File: src/hdl/spi_master_settings.svh
// SPI master settings
// widths and counts shared by the package and the RTL of the
// single-lane SPI master controller

`ifndef SPI_MASTER_SETTINGS_SVH
`define SPI_MASTER_SETTINGS_SVH

// data, command and address words
`define SPI_WORD_W 32
// command and address bit lengths, 0 to 32
`define SPI_LEN_W 6
// data bit length and bit counters
`define SPI_DATA_LEN_W 16
`define SPI_DIV_W 8
`define SPI_CS_N 4

`endif
File: src/hdl/spi_master_pkg.sv
// SPI master package
// sequencer phases, transmit word sources and the word and count types
// used across the SPI master

`default_nettype none

`include "spi_master_settings.svh"

package spi_master_pkg;

  typedef enum logic [2:0] {
    PH_IDLE,
    PH_CMD,
    PH_ADDR,
    PH_DATA_TX,
    PH_DATA_RX,
    PH_WAIT_EDGE
  } spi_phase_e;

  typedef enum logic [1:0] {SRC_NONE, SRC_CMD, SRC_ADDR, SRC_FIFO} tx_src_e;

  typedef logic [`SPI_WORD_W-1:0] spi_word_t;
  typedef logic [`SPI_DATA_LEN_W-1:0] bit_cnt_t;

endpackage

`default_nettype wire

File: src/hdl/spi_rx_shifter.sv
// SPI receive shifter
// samples sdi on each rising strobe, packs the bits into 32-bit words
// and offers each word, or the right-aligned leftover, on a valid/ready stream

`timescale 1ns/1ps
`default_nettype none

`include "spi_master_settings.svh"

module spi_rx_shifter
  import spi_master_pkg::*;
(
  input  wire           clk,
  input  wire           rstn,
  input  wire           en,
  input  wire bit_cnt_t rx_len,
  input  wire           rx_load,
  input  wire           sdi,
  input  wire           spi_rise,
  input  wire           rx_ready,
  output spi_word_t     rx_data,
  output logic          rx_valid,
  output logic          rx_done,
  output logic          rx_clk_req
);

  spi_word_t             shift_q;
  spi_word_t             shift_next;
  bit_cnt_t              cnt_q;
  logic [`SPI_LEN_W-1:0] bits_q;
  logic                  sample;
  logic                  word_last;

  assign sample     = en && spi_rise && (cnt_q != '0);
  assign word_last  = (bits_q == `SPI_LEN_W'(`SPI_WORD_W - 1)) || (cnt_q == 1);
  assign shift_next = {shift_q[`SPI_WORD_W-2:0], sdi};
  assign rx_done    = sample && (cnt_q == 1);

  // stop spi_clk before a second word completes while the first still waits
  assign rx_clk_req = !(rx_valid && !rx_ready && word_last && cnt_q != '0);

  always_ff @(posedge clk or negedge rstn)
  begin
    if (!rstn)
    begin
      cnt_q    <= '0;
      bits_q   <= '0;
      rx_valid <= 1'b0;
    end
    else
    begin
      if (rx_load)
      begin
        cnt_q  <= rx_len;
        bits_q <= '0;
      end
      else if (sample)
      begin
        cnt_q  <= cnt_q - 1'b1;
        bits_q <= word_last ? '0 : bits_q + 1'b1;
      end
      if (sample && word_last)
        rx_valid <= 1'b1;
      else if (rx_ready)
        rx_valid <= 1'b0;
    end
  end

  // clearing per word keeps the upper bits of a short last word at zero
  always_ff @(posedge clk)
  begin
    if (rx_load)
      shift_q <= '0;
    else if (sample)
      shift_q <= word_last ? '0 : shift_next;
    if (sample && word_last)
      rx_data <= shift_next;
  end

  assert property (@(posedge clk) disable iff (!rstn)
    rx_valid && !rx_ready |=> rx_valid && $stable(rx_data));

endmodule

`default_nettype wire

File: config.mk
export PLATFORM = sky130hd
export DESIGN_NAME = spi_rx_shifter
export DESIGN_NICKNAME = d
export VERILOG_FILES = /design/src/hdl/spi_master_pkg.sv /design/src/hdl/spi_rx_shifter.sv
export VERILOG_INCLUDE_DIRS = /design/src /design/src/hdl
export SDC_FILE = /design/constraint.sdc
export NUM_CORES = 1
export LEC_CHECK = 0
export ABC_AREA = 1
export BUFFER_PORTS_ARGS = -buffer_cell sky130_fd_sc_hd__buf_4
export CORE_MARGIN = 3
export CORE_UTILIZATION = 58
export CTS_BUF_LIST = sky130_fd_sc_hd__clkbuf_4
export CTS_CLUSTER_DIAMETER = 30
export DETAILED_ROUTE_END_ITERATION = 12
export HOLD_SLACK_MARGIN = 0.1
export PLACE_DENSITY = 0.91
export SYNTH_ARGS = -nofsm -noshare
export SYNTH_HDL_FRONTEND = slang
export SYNTH_SLANG_ARGS = --single-unit
File: constraint.sdc
create_clock -name clk -period 3.1 [get_ports clk]
set_input_delay 0.62 -clock clk [delete_from_list [all_inputs] [get_ports clk]]
set_output_delay 0.62 -clock clk [all_outputs]
set_load 0.02 [all_outputs]
==> results of run 1 <==
==> report_power, final <==
part	total, mW	switching (mW)	internal, mW
sequential	1.23	0.0365	1.20
combinational	0.214	0.134	0.0794
clock	0.685	0.422	0.263
==> layout by cell type, fill, tap and decap left out, drive strengths merged <==
cell type,netlist,layout
nand2,197,197
buf,9,59
nand3,33,33
edfxtp,32,32
dfxtp,31,31
nor2,29,29
inv,24,27
dfrtp,23,23
clkbuf,3,9
o21ai,8,8
nand3b,5,5
nand4,4,4
xor2,4,4
xnor2,3,3
ha,3,3
clkinvlp,0,2
clkinv,1,2
bufinv,0,1
dlygate4sd3,0,1
==> sequential cells by signal, indices dropped and copies added (netlist names) <==
name	flops
rx_data	32
shift_q	31
cnt_q	16
bits_q	6
rx_valid	1
==> critical path: stages, from the launching register on <==
cell	delay, ns
dfrtp_1	0.43
inv_1	0.14
ha_1	0.29
nand2_2	0.15
nor2_4	0.16
nand2_2	0.09
nand2_4	0.16
nor2_1	0.07
buf_4	0.15
==> logic make-up after synthesis <==
group,after synthesis
compound gates,8
xor+xnor,7
fa+ha+maj,3
buf+inv,37
flops,86
simple gates,268
==> metal layers <==
| layer | track usage [%] | wire (um) | share of wire (%) |
|---|---|---|---|
| met5 | 0 | 0 | 0 |
| met4 | 8.78 | 158 | 2.2 |
| met3 | 4.91 | 490 | 6.9 |
| met2 | 34.9 | 3510 | 49 |
| met1 | 25.7 | 2960 | 42 |
==> through the flow <==
stage	util, %	total power [mW]	cell area, um2
after floorplan	-	1.41	3590
after global placement	67.9	1.46	4050
after detailed placement	67.9	1.47	4050
after CTS	70.7	2.14	4210
after global routing	70.7	2.22	4210
final	70.7	2.13	4210
==> final timing paths <==
kind | to | slack (ns) | cells after the start
max in group asynchronous | bits_q[1] | 2.27 | 2
max reg2reg | shift_q[30] | 0.89 | 10
min in group asynchronous | cnt_q[13] | 0.59 | 2
max | rx_done | 0.39 | 8
min | rx_data[0] | 0.35 | 1
min reg2reg | rx_data[8] | 0.47 | 0
==> area by class of cell <==
type / instances / area [um2]
flip-flops and latches: 86 / 2160
fillers: 437 / 1740
multi-input cells: 286 / 1250
repair buffers: 60 / 453
inverters: 25 / 96.3
well taps: 75 / 93.8
clock inverters: 7 / 90.1
clock buffers: 9 / 67.6
==> cells in the mapped netlist <==
master and n:
buf_6 4, nand2_2 3, ha_1 3, dfxtp_1 31, edfxtp_1 32, nand4_1 4, nor2_1 24, nor2_2 4
nand3b_1 5, xor2_1 4, o21ai_0 5, nand2_1 192, inv_4 1, o21ai_1 3, buf_2 4, nand3_1 33
clkbuf_1 3, nand2_4 2, inv_1 23, nor2_4 1, dfrtp_1 23, buf_4 1, clkinv_1 1, xnor2_1 3
==> qor.yml, run 1 <==
timing:
  min_period_ns: 2.71
  fin_crit_sh_pct: 87.4
  tightest_slew_ns: 0.510
  rsz0062_at_grt: "false"
  fmax_mhz: 369
  finalHoldViolations: 0
  fin_skew_ns: 0.0152
  drv_slew: 0
  hold_ws_ns: 0.353
  setup_viol: 0
  setup_ws_ns: 0.392
  setup_tns_ns: 0
  max_slew_margin_pct: 65.8
clocking:
  clk_latency_ns: 0.44
  clock_sinks: 86
  ctsHoldBuffers: 1
  cts_resized: 0
  cts_tree: "built"
  htree_levels: 3
  clock_path_buffers: 2
  clk_pin_slew_ns: 0.15
  cts_setup_buffers: 0
  cts_buffers: 9
  cts_root_buffer: "clkbuf_4"
logic_synthesis:
  synthesis.area_um2: 3590
  ys_types: 24
  yosysWarnings: 0
  synth-xor-area-share_pct: 1.71
  synth_top_family_by_area: "simple AND/OR/NAND/NOR gates"
  yosysSeqAreaShare_pct: 60.0
  yosys.area_share.simple_pct: 31.1
  netlist_instances: 409
  synth_area_leaders: "edfxtp_1 (27%), nand2_1 (20%), dfxtp_1 (17%), dfrtp_1 (16%), nand3_1 (4.6%)"
  synth_fa_ha_area_share_pct: 1.04
  synth_compound_gate_area_share_pct: 1.11
  yosysTopAreaCell: "edfxtp_1"
  syn_nets: 435
  synth_top_area_share_pct: 26.8
  ys_ff_latch: 86
  syn_area_per_cell_um2: 8.78
  synth_mux_area_share_pct: 0
power:
  ir_worst_vdd_uv: 275
  p_leak_nw: 1.98
  powerDensity_nw_per_um2: 506
critical_path:
  critPathCaptureType: "output pin"
  critPathRequiredTime_ns: 2.48
  r2r_start: "cnt_q[0]"
  startpoint: "cnt_q[0]"
  crit_type: "flip-flop to output pin"
  path_max_fanout: 13
  arrival_ns: 2.09
  crit_path_start_kind: "flip-flop"
grt:
  grt_use_total_pct: 20.8
  grt_pass1_vias: 2657
  overflow: 0
  antenna_found_initial: 0
  grt_pass1_wl_um: 11900
  grt_max_degree: 43
layout:
  fin_cells: 548
  diodes: 0
  drive_gt1_share_pct: 18.2
  num-nets-final: 494
  syn2layout_area_growth_pct: 17.3
routing:
  vias: 2889
  vias_per_cell: 5.27
  first_iter_violations: 165
  postRouteAntennaNets: 0
  drc: 0
  routed_wl_um: 7120
  dr.pass1.iters: 5
  wire_per_inst_um: 13.0
hold_path:
  hold_path.class: "input pin to flip-flop"
  hold_start: "sdi"
job:
  cap_violations: 0
die:
  die_area_um2: 7170
  start_util_pct: 60.3
  core_area_um2: 5960
  row_count: 28
  die_h_um: 84.7
  die_w_um: 84.7
  io_pins: 58
placement:
  placed_cells: 531
  post-place-ws_ns: 0.899
  dp_hpwl_um: 4880
  portBuffers: 57
  gp_congestion: 0.901
status:
  status: "complete, no violations"
(Power assumes the default switching activity.)
==> run 2: changes to the inputs <==
==> constraint.sdc (replaced) <==
create_clock -name clk -period 3.1 [get_ports clk]
set_input_delay 0.62 -clock clk [delete_from_list [all_inputs] [get_ports clk]]
set_output_delay 0.62 -clock clk [all_outputs]
set_load 0.1 [all_outputs]
==> run 2 against run 1 <==
Against the previous run:
- wire length fell by 6.6%
- highest routed layer unchanged
- critical path type unchanged
- clock skew fell by 0.0015 ns
- maximum frequency fell by 0.36%
==> qor.yml, run 2 (synthesis gave the netlist of run 1 again) <==
hold_path:
  hold_start: "sdi"
  whs_endpoint: "rx_data[0]"
  hold_path.class: "input pin to flip-flop"
  hold_path_depth: 1  # unchanged
layout:
  final-seq-area_um2: 2160  # unchanged
  reg_top3: "rx_data x32, shift_q x31, cnt_q x16"
  diodes: 0  # unchanged
  final_util_pct: 71.1  # +0.32 points
  largest_register_ffs: 32  # unchanged
  multi_input_area_um2: 1250  # unchanged
  fin_cells: 549  # +0.18%
  syn2layout_area_growth_pct: 17.8
  drive_gt1_share_pct: 18.1  # -0.038 points
  regMostFlops: "rx_data"
  layout_commonest_cell: "nand2_1"
  finalInstanceArea_um2: 4230  # +0.45%
  final_cell_mix: "nand2_1 (192), buf_4 (60), nand3_1 (33), edfxtp_1 (32), dfxtp_1 (31)"
  num-nets-final: 495  # +0.20%
  fill_cells: 446  # +2.1%
timing:
  setup_viol: 0  # unchanged
  min_period_ns: 2.72  # +0.00984 ns
  drv_slew: 0  # unchanged
  tightest_slew_ns: 0.413  # -0.0976 ns
  setup_tns_ns: 0  # unchanged
  rsz0062_at_grt: "false"
  fmax_mhz: 368  # -0.36%
  fin_crit_sh_pct: 87.7  # +0.32 points
  fin_skew_ns: 0.0137  # -0.00149 ns
  max_slew_margin_pct: 72.5  # +6.7 points
  hold_ws_ns: 0.377  # +0.0240 ns
  finalHoldViolations: 0  # unchanged
critical_path:
  critPathRequiredTime_ns: 2.48  # about the same
  slowest_stage: "dfrtp_1"
  cp_cell_sequence: "inv_1 -> ha_1 -> nand2_2 -> nor2_4 -> nand2_2 -> nand2_4 -> nor2_1 -> buf_4"
  r2r_start: "cnt_q[0]"
  r2r_slack_ns: 0.94  # +0.05 ns
  critical_path.most_common_cell: "nand2_2"
  crit_type: "flip-flop to output pin"
  path_max_fanout: 13  # unchanged
  r2r_end: "rx_data[29]"
  arrival_ns: 2.10  # about the same
  slowest_delay_ns: 0.43  # about the same
  crit_path_start_kind: "flip-flop"
  reg2reg_depth: 10  # unchanged
  critPathCaptureType: "output pin"
routing:
  vias_per_cell: 5.11  # -3.0%
  routed_wl_um: 6650  # -6.6%
  wire_per_inst_um: 12.1  # -6.8%
  postRouteAntennaNets: 0  # unchanged
  first_iter_violations: 171  # +3.6%
  vias: 2807  # -2.8%
  drc: 0  # unchanged
  dr.pass1.iters: 5  # unchanged
clocking:
  cts_tree: "built"
  cts_buffers: 9  # unchanged
  cts_setup_buffers: 0  # unchanged
  htree_levels: 3  # unchanged
  cts_root_buffer: "clkbuf_4"
  clk_pin_slew_ns: 0.14  # about the same
  clock_path_buffers: 2  # unchanged
  clk_latency_ns: 0.42  # -0.02 ns
  clock_sinks: 86  # unchanged
power:
  clockPowerShare_pct: 33.8  # +1.7 points
  switching_share_pct: 25.8  # -2.0 points
  p_comb_share_pct: 9.7  # -0.3 points
  p_leak_nw: 2.00  # +0.90%
  ir_worst_vdd_uv: 272  # -1.1%
  p_seq_share_pct: 56.5  # -1.3 points
  powerDensity_nw_per_um2: 515  # +1.7%
  p_switching_mw: 0.563  # -5.1%
  p_int_mw: 1.62  # +5.0%
die:
  io_pins: 58  # unchanged
  die_area_um2: 7170  # unchanged
  start_util_pct: 60.3  # unchanged
  row_count: 28  # unchanged
  core_area_um2: 5960  # unchanged
  die_w_um: 84.7  # unchanged
  die_h_um: 84.7  # unchanged
placement:
  gp_congestion: 0.857  # -4.9%
  dp_hpwl_um: 4710  # -3.4%
  placed_cells: 532  # +0.19%
  portBuffers: 57  # unchanged
  placed_area_um2: 4050  # +0.19%
grt:
  antenna_found_initial: 0  # unchanged
  grt_max_degree: 43  # unchanged
  overflow: 0  # unchanged
  grt_use_total_pct: 19.6  # -1.2 points
  grt_pass1_vias: 2681  # +0.90%
  grt_pass1_wl_um: 11400  # -3.5%
job:
  cap_violations: 0  # unchanged
status:
  status: "complete, no violations"
run 2: changes by cell type in the layout (fill, tap and decap cells not counted), sizes merged:
cell and delta:
buf +1, inv +1, clkinvlp -2, bufinv +1
run 2: power by group through the flow:
stage | Combinational (mW) | Clock [mW] | Sequential (mW)
2_1_floorplan | 0.159 | 0 | 1.25
3_3_place_gp | 0.202 | 0 | 1.25
3_5_place_dp | 0.210 | 0 | 1.26
4_1_cts | 0.212 | 0.747 | 1.23
5_1_grt | 0.246 | 0.792 | 1.24
6_report | 0.212 | 0.735 | 1.23
run 2: worst max-delay path by stage:
stage          startpoint  endpoint  slack [ns]  cells after the start
2_1_floorplan    cnt_q[0]   rx_done        0.04                      8
3_3_place_gp     cnt_q[0]   rx_done        0.94                      8
3_5_place_dp     cnt_q[0]   rx_done        0.87                      8
4_1_cts          cnt_q[0]   rx_done        0.38                      8
5_1_grt          cnt_q[0]   rx_done        0.26                      8
6_report         cnt_q[0]   rx_done        0.38                      8
run 2: repair_timing:
item / 4_1_cts / 5_1_grt
hold buffers: 1 / 0
hold endpoints to repair: 23 / 0
gates resized for setup: 0 / 0
run 2: final cells by class:
type | count | area share [%]
Clock buffer | 9 | 1.60
Clock inverter | 7 | 2.40
Inverter | 25 | 2.28
Multi-Input combinational cell | 286 | 29.7
Sequential cell | 86 | 51.0
Tap cell | 75 | 2.22
Timing Repair Buffer | 61 | 10.9
run 2: metrics by stage:
step	total power, mW	setup WS (ns)
floorplan	1.41	0.0393
global placement	1.46	0.938
detailed placement	1.47	0.875
CTS	2.19	0.383
global route	2.27	0.259
finish	2.18	0.382
run 2: metal layers:
layer	track usage (%)	wire length, um
met1	24.7	2870
met2	33.0	3270
met3	4.02	414
met4	7.91	97
met5	0	0
run 2: critical path, delay by kind of cell, from the launching register on:
kind,cells,cell delay [ns]
AND/OR/NAND/NOR,5,0.60
flip-flops,1,0.43
buffers and inverters,2,0.38
adder cells (fa/ha/maj),1,0.26
==> run 3: changes to the inputs <==
--- a/config.mk
+++ b/config.mk
@@ -8,6 +8,7 @@
 export LEC_CHECK = 0
 export ABC_AREA = 1
 export BUFFER_PORTS_ARGS = -buffer_cell sky130_fd_sc_hd__buf_4
+export CORE_ASPECT_RATIO = 0.8
 export CORE_MARGIN = 3
 export CORE_UTILIZATION = 58
 export CTS_BUF_LIST = sky130_fd_sc_hd__clkbuf_4
@@ -15,6 +16,7 @@
 export DETAILED_ROUTE_END_ITERATION = 12
 export HOLD_SLACK_MARGIN = 0.1
 export PLACE_DENSITY = 0.91
+export SKIP_LAST_GASP = 1
 export SYNTH_ARGS = -nofsm -noshare
 export SYNTH_HDL_FRONTEND = slang
 export SYNTH_SLANG_ARGS = --single-unit
==> run 3 against run 2 <==
Against the previous run:
- worst setup slack got worse by 0.012 ns
- total power decreased by 4.3%
- hold slack gained 0.016 ns
- via count up 3.2%
- largest cell class unchanged
- cell count is 0.55% higher
- sequential power is essentially flat
- combinational power up 3%
- non-clock buffer count unchanged
- clock skew down 0.00050 ns
- die area barely moved
- first-iteration DRC count is 34% higher
- register-to-register slack worse by 0.06 ns
- highest routed layer unchanged
==> qor.yml, run 3 (synthesis gave the netlist of run 1 again) <==
timing:
  fin_crit_sh_pct: 88.1  # +0.37 points
  rsz0062_at_grt: "false"
  setup_tns_ns: 0  # unchanged
  finalHoldViolations: 0  # unchanged
  setup_viol: 0  # unchanged
  tightest_slew_ns: 0.413  # -0.000181 ns
  drv_slew: 0  # unchanged
  fin_skew_ns: 0.0132  # -0.000503 ns
  fmax_mhz: 366  # -0.42%
  max_slew_margin_pct: 72.5  # about the same
  setup_ws_ns: 0.370  # -0.0116 ns
  min_period_ns: 2.73  # +0.0116 ns
  hold_ws_ns: 0.393  # +0.0157 ns
die:
  start_util_pct: 63.0  # +2.6 points
  die_h_um: 76.4  # -9.8%
  core_area_um2: 5710  # -4.2%
  io_pins: 58  # unchanged
  die_w_um: 94.0  # +11%
  die_area_um2: 7180  # about the same
  row_count: 24  # -14%
critical_path:
  crit_type: "flip-flop to output pin"
  crit_path_start_kind: "flip-flop"
  cp_cell_sequence: "inv_1 -> ha_1 -> nand2_2 -> nor2_4 -> nand2_2 -> nand2_4 -> nor2_1 -> buf_4"
  arrival_ns: 2.11  # about the same
  crit_family: "simple AND/OR/NAND/NOR gates"
  path_buf_inv: 2  # unchanged
  path_max_fanout: 13  # unchanged
  slowest_stage: "dfrtp_1"
  critPathCaptureType: "output pin"
  critical_path.most_common_cell: "nand2_2"
  slowest_delay_ns: 0.42  # about the same
  critPathRequiredTime_ns: 2.48  # about the same
clocking:
  htree_levels: 3  # unchanged
  ctsHoldBuffers: 1  # unchanged
  clk_pin_slew_ns: 0.13  # about the same
  clock_path_buffers: 2  # unchanged
  cts_resized: 0  # unchanged
  clock_sinks: 86  # unchanged
  cts_setup_buffers: 0  # unchanged
  clk_latency_ns: 0.42  # about the same
  cts_root_buffer: "clkbuf_4"
  cts_buffers: 9  # unchanged
  cts_tree: "built"
routing:
  wire_per_inst_um: 13.4  # +10%
  vias_per_cell: 5.25  # +2.6%
  dr.pass1.iters: 5  # unchanged
  vias: 2896  # +3.2%
  drc: 0  # unchanged
  postRouteAntennaNets: 0  # unchanged
  routed_wl_um: 7370  # +11%
  first_iter_violations: 229  # +34%
status:
  status: "complete, no violations"
grt:
  antenna_found_initial: 0  # unchanged
  grt_pass1_vias: 2846  # +6.2%
  grt_use_total_pct: 22.2  # +2.6 points
  overflow: 0  # unchanged
  grt_pass1_wl_um: 12800  # +12%
  grt_max_degree: 43  # unchanged
layout:
  multi_input_area_um2: 1250  # unchanged
  drive_gt1_share_pct: 18.4  # +0.21 points
  layout_commonest_cell: "nand2_1"
  final_cell_mix: "nand2_1 (192), buf_4 (60), nand3_1 (33), edfxtp_1 (32), dfxtp_1 (31)"
  syn2layout_area_growth_pct: 17.2
  num-nets-final: 495  # unchanged
  fill_cells: 399  # -11%
  largest_register_ffs: 32  # unchanged
  diodes: 0  # unchanged
  final-seq-area_um2: 2160  # unchanged
  reg_top3: "rx_data x32, shift_q x31, cnt_q x16"
  regMostFlops: "rx_data"
hold_path:
  hold_path.class: "input pin to flip-flop"
placement:
  dp_hpwl_um: 5160  # +9.5%
  portBuffers: 57  # unchanged
  gp_congestion: 0.889  # +3.8%
  post-place-ws_ns: 0.838  # -0.0368 ns
power:
  powerDensity_nw_per_um2: 495  # -3.8%
  p_leak_nw: 1.97  # -1.1%
  ir_worst_vdd_uv: 380  # +40%
job:
  cap_violations: 0  # unchanged
-- run 3: where the power goes --
group          switching, mW  total (mW)  internal, mW
clock network          0.373       0.633         0.260
logic                  0.139       0.219        0.0800
registers             0.0374        1.23          1.20
-- run 3: final timing paths --
check,from,to,slack [ns],cells past startpoint
worst max register to register,cnt_q[0],shift_q[21],0.88,10
worst max-delay path,cnt_q[0],rx_done,0.37,8
max in group asynchronous,rstn,cnt_q[2],2.24,2
min in group asynchronous,rstn,cnt_q[10],0.62,2
worst min register to register,shift_q[0],rx_data[1],0.47,0
worst min-delay path,sdi,rx_data[0],0.39,1
-- run 3: through the flow --
stage / utilization (%) / power [mW] / instance area (um2) / std cells
5_1_grt: 73.8 / 2.18 / 4210 / 552
4_1_cts: 73.8 / 2.10 / 4210 / 552
3_5_place_dp: 71.1 / 1.47 / 4060 / 535
3_3_place_gp: 71.1 / 1.46 / 4060 / 535
2_1_floorplan: - / 1.41 / 3590 / 409
6_report: 73.8 / 2.09 / 4210 / 552
-- run 3: cell type report --
| class | count | share of cell area [%] |
|---|---|---|
| Sequential cell | 86 | 51.2 |
| Multi-Input combinational cell | 286 | 29.8 |
| Timing Repair Buffer | 61 | 10.9 |
| Tap cell | 78 | 2.32 |
| Inverter | 25 | 2.29 |
| Clock buffer | 10 | 1.78 |
| Clock inverter | 6 | 1.66 |
-- run 3: per-layer routing --
layer / part of all wire, % / wire, um / vias to the layer above / GRT usage (%)
met5: 0 / 0 / - / 0
met2: 49 / 3630 / 102 / 35.8
met3: 6.2 / 459 / 25 / 5.23
li1: - / - / 1417 / -
met1: 42 / 3090 / 1352 / 28.8
met4: 2.6 / 190 / 0 / 8.95
